<file path="src/verilog/amp_pkg.sv">
`default_nettype none

package amp_pkg;

	////////////////////
	// widths
	////////////////////

	// one channel gain code
	parameter int gain_w = 4;

	// full serial word, both channels back to back
	parameter int word_w = 2 * gain_w;

	// bit counter inside the spi master
	parameter int bit_cnt_w = $clog2(word_w);

	////////////////////
	// gain word
	////////////////////

	// channel b sits in the upper nibble
	// the amplifier wants b first on the wire
	// so msb-first shifting of the whole struct gives b then a
	typedef struct packed {
		logic [gain_w-1:0] gain_b;
		logic [gain_w-1:0] gain_a;
	} gain_t;

	////////////////////
	// shifter states
	////////////////////

	// idle waits for trig with cs high
	// shift runs the serial clock for one word
	// finish holds cs low one extra cycle before release
	typedef enum logic [1:0] {
		idle,
		shift,
		finish
	} spi_state_e;

endpackage

`default_nettype wire

</file>
<file path="src/verilog/amp_ctrl.sv">
`default_nettype none

module amp_ctrl #(
	// system clocks per sck half period
	// 5 gives a 5 MHz sck from 50 MHz
	parameter int div = 5
) (
	input  logic           clk50mhz,
	input  logic           arst_n,
	// host side
	input  logic           trig,
	input  amp_pkg::gain_t gain,
	output logic           ready,
	output amp_pkg::gain_t rx_word,
	// spi bus
	output logic           spi_sck,
	output logic           spi_mosi,
	// amplifier pins
	output logic           amp_cs,
	output logic           amp_shdn,
	input  logic           amp_dout
);

	////////////////////
	// internal wiring
	////////////////////

	// sck enable from the master
	logic sck_en;

	// one-cycle strobes from the clock generator
	logic sck_rise;
	logic sck_fall;

	////////////////////
	// serial clock
	////////////////////

	// sck goes straight to the pin
	sck_gen #(
		.div(div)
	) u_sck (
		.clk50mhz(clk50mhz),
		.arst_n  (arst_n),
		.en      (sck_en),
		.sck     (spi_sck),
		.rise    (sck_rise),
		.fall    (sck_fall)
	);

	////////////////////
	// shifter
	////////////////////

	// amplifier dout is the miso line
	// chip select is the only slave select on this bus
	spi_master u_spi (
		.clk50mhz(clk50mhz),
		.arst_n  (arst_n),
		.trig    (trig),
		.gain    (gain),
		.ready   (ready),
		.rx_word (rx_word),
		.sck_en  (sck_en),
		.rise    (sck_rise),
		.fall    (sck_fall),
		.mosi    (spi_mosi),
		.cs      (amp_cs),
		.miso    (amp_dout)
	);

	////////////////////
	// shutdown
	////////////////////

	// amplifier held in shutdown for the whole reset
	// released together with the controller
	assign amp_shdn = ~arst_n;

endmodule

`default_nettype wire

</file>
<file path="src/verilog/sck_gen.sv">
`default_nettype none

module sck_gen #(
	parameter int div = 5
) (
	input  logic clk50mhz,
	input  logic arst_n,
	input  logic en,
	output logic sck,
	output logic rise,
	output logic fall
);

	////////////////////
	// half period counter
	////////////////////

	// div of 2 or more keeps cnt_w at least one bit
	localparam int cnt_w = $clog2(div);

	// terminal count, sck toggles here
	localparam logic [cnt_w-1:0] cnt_last = cnt_w'(div - 1);

	// one before terminal count
	// used to line up the fall strobe with the falling edge
	localparam logic [cnt_w-1:0] cnt_prev = cnt_w'(div - 2);

	logic [cnt_w-1:0] cnt_q;
	logic             sck_q;
	logic             rise_q;
	logic             fall_q;
	logic             at_last;
	logic             at_prev;

	assign at_last = (cnt_q == cnt_last);
	assign at_prev = (cnt_q == cnt_prev);

	// counter and sck level
	// held at zero while disabled so each word
	// begins with a full low half period
	always_ff @(posedge clk50mhz or negedge arst_n) begin
		if (!arst_n) begin
			cnt_q <= '0;
			sck_q <= 1'b0;
		end else if (!en) begin
			cnt_q <= '0;
			sck_q <= 1'b0;
		end else if (at_last) begin
			// end of half period
			cnt_q <= '0;
			sck_q <= ~sck_q;
		end else begin
			cnt_q <= cnt_q + 1'b1;
		end
	end

	////////////////////
	// edge strobes
	////////////////////

	// rise is high in the first cycle with sck high
	// gives the slave a full cycle to drive its data out
	// fall is high in the last cycle with sck high
	// so the master moves mosi on the very edge sck drops
	always_ff @(posedge clk50mhz or negedge arst_n) begin
		if (!arst_n) begin
			rise_q <= 1'b0;
			fall_q <= 1'b0;
		end else begin
			// low half ends, sck about to go high
			rise_q <= en && at_last && !sck_q;
			// high half one cycle from its end
			fall_q <= en && at_prev && sck_q;
		end
	end

	// outputs straight from flops
	assign sck  = sck_q;
	assign rise = rise_q;
	assign fall = fall_q;

endmodule

`default_nettype wire

</file>
<file path="src/verilog/spi_master.sv">
`default_nettype none

module spi_master (
	input  logic           clk50mhz,
	input  logic           arst_n,
	// host side
	input  logic           trig,
	input  amp_pkg::gain_t gain,
	output logic           ready,
	output amp_pkg::gain_t rx_word,
	// clock generator side
	output logic           sck_en,
	input  logic           rise,
	input  logic           fall,
	// serial pins
	output logic           mosi,
	output logic           cs,
	input  logic           miso
);

	////////////////////
	// constants
	////////////////////

	// index of the last bit in the word
	localparam logic [amp_pkg::bit_cnt_w-1:0] last_bit =
		(amp_pkg::bit_cnt_w)'(amp_pkg::word_w - 1);

	////////////////////
	// state
	////////////////////

	amp_pkg::spi_state_e state_q;
	amp_pkg::spi_state_e state_d;

	// bits already sent in this word
	logic [amp_pkg::bit_cnt_w-1:0] bit_cnt_q;

	// transmit and receive shifters
	logic [amp_pkg::word_w-1:0] tx_q;
	logic [amp_pkg::word_w-1:0] rx_q;

	// returned word, held for the host
	amp_pkg::gain_t rx_word_q;

	// control strobes
	logic load;
	logic sample;
	logic last_fall;
	logic advance;

	// trig only counts while idle
	assign load = (state_q == amp_pkg::idle) && trig;

	// miso is settled one cycle after sck rose
	assign sample = (state_q == amp_pkg::shift) && rise;

	// eighth falling edge closes the word
	assign last_fall = (state_q == amp_pkg::shift) && fall && (bit_cnt_q == last_bit);

	// next bit on every fall except the closing one
	// mosi then keeps bit 0 through finish
	assign advance = (state_q == amp_pkg::shift) && fall && !last_fall;

	////////////////////
	// fsm
	////////////////////

	always_comb begin
		state_d = state_q;
		unique case (state_q)
			amp_pkg::idle: begin
				if (trig) begin
					state_d = amp_pkg::shift;
				end
			end
			amp_pkg::shift: begin
				// sck has just gone low for the last time
				if (last_fall) begin
					state_d = amp_pkg::finish;
				end
			end
			amp_pkg::finish: begin
				// one cycle of cs hold
				state_d = amp_pkg::idle;
			end
			default: begin
				state_d = amp_pkg::idle;
			end
		endcase
	end

	always_ff @(posedge clk50mhz or negedge arst_n) begin
		if (!arst_n) begin
			state_q <= amp_pkg::idle;
		end else begin
			state_q <= state_d;
		end
	end

	////////////////////
	// bit counter
	////////////////////

	// cleared while idle, counts falling edges in shift
	// wraps to zero on the closing edge
	always_ff @(posedge clk50mhz or negedge arst_n) begin
		if (!arst_n) begin
			bit_cnt_q <= '0;
		end else if (state_q == amp_pkg::idle) begin
			bit_cnt_q <= '0;
		end else if ((state_q == amp_pkg::shift) && fall) begin
			bit_cnt_q <= bit_cnt_q + 1'b1;
		end
	end

	////////////////////
	// shifters
	////////////////////

	// tx loads the gain word on the accepted trig
	// msb out first, so b nibble leads
	always_ff @(posedge clk50mhz) begin
		if (load) begin
			tx_q <= gain;
		end else if (advance) begin
			tx_q <= {tx_q[amp_pkg::word_w-2:0], 1'b0};
		end
	end

	// rx fills from the right, first bit ends up as msb
	always_ff @(posedge clk50mhz) begin
		if (sample) begin
			rx_q <= {rx_q[amp_pkg::word_w-2:0], miso};
		end
	end

	// copy to the host on the way back to idle
	// stays put while ready is high
	always_ff @(posedge clk50mhz or negedge arst_n) begin
		if (!arst_n) begin
			rx_word_q <= '0;
		end else if (state_q == amp_pkg::finish) begin
			rx_word_q <= amp_pkg::gain_t'(rx_q);
		end
	end

	////////////////////
	// outputs
	////////////////////

	// ready and cs share one window, both high only in idle
	assign ready = (state_q == amp_pkg::idle);
	assign cs    = (state_q == amp_pkg::idle);

	// serial clock runs only while shifting
	assign sck_en = (state_q == amp_pkg::shift);

	// mosi parked low outside a transfer
	assign mosi = (state_q != amp_pkg::idle) && tx_q[amp_pkg::word_w-1];

	assign rx_word = rx_word_q;

endmodule

`default_nettype wire
</file>
<file path="config.mk">
export PLATFORM = sky130hd
export DESIGN_NAME = amp_ctrl
export DESIGN_NICKNAME = d
export VERILOG_FILES = /design/src/verilog/amp_pkg.sv /design/src/verilog/amp_ctrl.sv /design/src/verilog/sck_gen.sv /design/src/verilog/spi_master.sv
export SDC_FILE = /design/constraint.sdc
export NUM_CORES = 1
export LEC_CHECK = 0
export ABC_CLOCK_PERIOD_IN_PS = 2200
export BUFFER_PORTS_ARGS = -buffer_cell sky130_fd_sc_hd__buf_2
export CAP_MARGIN = 15
export CORE_ASPECT_RATIO = 0.5
export CORE_MARGIN = 2
export CORE_UTILIZATION = 54
export CTS_CLUSTER_DIAMETER = 30
export DETAILED_ROUTE_END_ITERATION = 10
export HOLD_SLACK_MARGIN = 0.06
export PLACE_DENSITY = 0.82
export SLEW_MARGIN = 15
export SYNTH_ARGS = -nofsm -noshare
export SYNTH_HDL_FRONTEND = slang
export SYNTH_SLANG_ARGS = --single-unit
</file>
<file path="constraint.sdc">
create_clock -name clk50mhz -period 2.2 [get_ports clk50mhz]
set_input_delay 0 -clock clk50mhz [delete_from_list [all_inputs] [get_ports clk50mhz]]
set_output_delay 0 -clock clk50mhz [all_outputs]
set_load 0.01 [all_outputs]
</file>
==> out/results.tsv <==
metric	value	unit
finalCriticalPeriod	1.67	ns
cellLeakagePower	0.836	nW
synth-seq-area-share	0.656	
post_synth_instance_area	1460	um2
clock.fmax	600	MHz
worst_ep_required_time	2.14	ns
clkTransAtPathRegs	0.07	ns
syn_area_per_cell	14.9	um2
detail_route.vias_per_cell	5.01	
final_cell_area	1820	um2
synth_top_area_cell	edfxtp_1	
finalMaxSlewViolations	0	
drt-initial-drc-count	34	
post_synthesis_cell_count	98	
finalSetupViolCount	0	
first_pass_grt_wire_length	3680	um
drive_above_1_share	0.355	
crit_path_max_fo	15	
post-route-period-util	0.758	
pre_cts_ws	0.549	ns
design_power_total	1.74	mW
via_count_of_the_routed_design	876	
irDropWorstVdd	460	uV
cts-htree-levels	2	
dp_cells	156	
gp_congestion	0.757	
num-nets-final	154	
cap_viol_max_count	0	
final_hold_viol_count	0	
list_of_cells_traversed_by_the_critical_path	nor2b_1 > and2_1	
timing.critical_path.max_delay_family	simple AND/OR/NAND/NOR gates	
first_global_vias	796	
netlist_top_cells_area	edfxtp_1 33%, dfrtp_1 33%, mux2_2 12%	
number_of_top_level_pins	25	
synth_cell_type_count	23	
sink_count	35	
global_route.usage.met3	0.0595	
finalWorstSetupSlack	0.533	ns
status	finished clean	
p_per_area	952	nW/um2
netlist.area_leader.share	0.330	
io_buffer_count	24	
routed_antenna_nets	0	
cts-resized-gates	0	
reg2reg_slack	0.53	ns
totalNegativeSetupSlack	0	ns
synth.net_count	115	
layoutNonFillerInstCount	175	
cts_root_buffer	clkbuf_8	
worst-r2r-cell-count	2	
wl_per_cell	13.5	um
path_class	reg -> reg	
cts_hold_buf	11	
grt.met1_usage	0.195	
global_route.peak_usage_layer	met2	
hpwl	1500	um
start_util	0.564	
number_of_antenna_violations_at_the_first_check_in_global_routing	0	
diodes	0	
endpoint_kind	flip-flop	
grt_start_max_net_pins	21	
groute.layer.met2.usage	0.293	
drcViolationCount	0	
worstMarginPinSlew	0.447	ns
postCtsSetupRepairBufs	0	
cts-buffers-inserted	5	
final_core_utilization	0.705	
worst_setup_path_start_kind	flip-flop	
wirelength	2370	um
rel_slew_slack	0.702	
timing.hold.ws	0.198	ns
tritoncts	yes	
yosys_warnings	0	
die_y	40.7	um
die-area	3160	um2
synth-seq-cells	35	
rows	13	
core_area	2590	um2
crit_path_top_delay_cell	dfrtp_1	
dr.pass1.iters	4	
r2r_start	u_spi.state_q[0]	
post_dp_cell_area	1610	um2
fin_skew	0.00296	ns
worstPathBufferInverterCount	0	
cp.arrival	1.61	ns
clock_path_buffers	2	
insertion_delay	0.28	ns
area.growth.synth_to_final	25.2	%
overflow	0	
rsz0062_at_grt	no	
worst_hold_path_type	in -> async	
worstReg2RegEnd	u_spi.rx_q[1]	
global_route.usage.total	0.165	
dieWidth	77.5	um
max_stage_delay	0.62	ns
[cells by family after synthesis]
family                   share of synthesized area
buffers and inverters                       0.0275
AO/OA/AOI/OAI                               0.0249
adder cells (fa/ha/maj)                     0.0429
multiplexers                                 0.116
flip-flops                                   0.656
AND/OR/NAND/NOR                              0.133
[layout by cell type (no fill, tap or decap), drive strengths merged, types with 2 or more instances in the layout]
| cell type | netlist | final |
|---|---|---|
| nor2b | 2 | 2 |
| nand2b | 3 | 3 |
| and2 | 3 | 3 |
| buf | 4 | 25 |
| inv | 4 | 4 |
| nand3b | 4 | 4 |
| nor3b | 2 | 2 |
| nand3 | 2 | 2 |
| edfxtp | 16 | 16 |
| dfrtp | 19 | 19 |
| clkinv | 0 | 2 |
| nand2 | 5 | 5 |
| and3 | 3 | 3 |
| a21oi | 2 | 2 |
| nor2 | 3 | 3 |
| ha | 5 | 5 |
| nand4b | 2 | 2 |
| mux2 | 15 | 15 |
| dlygate4sd3 | 0 | 11 |
| clkbuf | 0 | 5 |
[cell usage after synthesis (all sizes together)]
master and count:
a21bo 1, a21oi 2, a311oi 1, and2 3
and3 3, buf 4, dfrtp 19, edfxtp 16
ha 5, inv 4, mux2 15, nand2 5
nand2b 3, nand3 2, nand3b 4, nand4b 2
nand4bb 1, nor2 3, nor2b 2, nor3b 2
o211ai 1
[sequential cells by signal, summed over array words and instances (netlist names)]
signal / count
u_spi.rx_word: 8
u_sck.sck: 1
u_spi.state_q: 2
u_spi.bit_cnt_q: 3
u_sck.rise: 1
u_spi.tx_q: 8
u_sck.cnt_q: 3
u_spi.rx_q: 8
u_sck.fall: 1
[where the power goes]
part / switching (mW) / internal (mW) / leakage (nW)
Sequential: 0.0714 / 0.822 / 0.394
Combinational: 0.139 / 0.154 / 0.386
Clock: 0.219 / 0.331 / 0.0556
Total: 0.429 / 1.31 / 0.836
[metal layers]
layer / wire (um) / share of wire
met1: 1090 / 0.46
met2: 1180 / 0.50
met3: 94 / 0.040
met4: 0 / 0
met5: 0 / 0
[area by class of cell]
class	instances	area, um2
Clock buffer	5	68.8
Clock inverter	3	38.8
Fill cell	169	762
Inverter	4	15.0
Multi-Input combinational cell	55	462
Sequential cell	35	956
Tap cell	37	46.3
Timing Repair Buffer	36	238
[how the worst max path moves through the flow]
| stage | start | to | slack (ns) | cells after the start |
|---|---|---|---|---|
| floorplan | u_spi.bit_cnt_q[0] | u_spi.tx_q[0] | 0.44 | 4 |
| finish | u_spi.state_q[0] | u_spi.rx_q[1] | 0.53 | 2 |
| global route | u_spi.state_q[0] | u_spi.rx_q[1] | 0.42 | 2 |
| detailed placement | u_spi.state_q[0] | u_spi.rx_q[5] | 0.55 | 2 |
| global placement | u_spi.state_q[0] | u_spi.tx_q[6] | 0.60 | 2 |
| CTS | u_spi.state_q[0] | u_spi.rx_q[1] | 0.53 | 2 |
(Power assumes the default switching activity.)
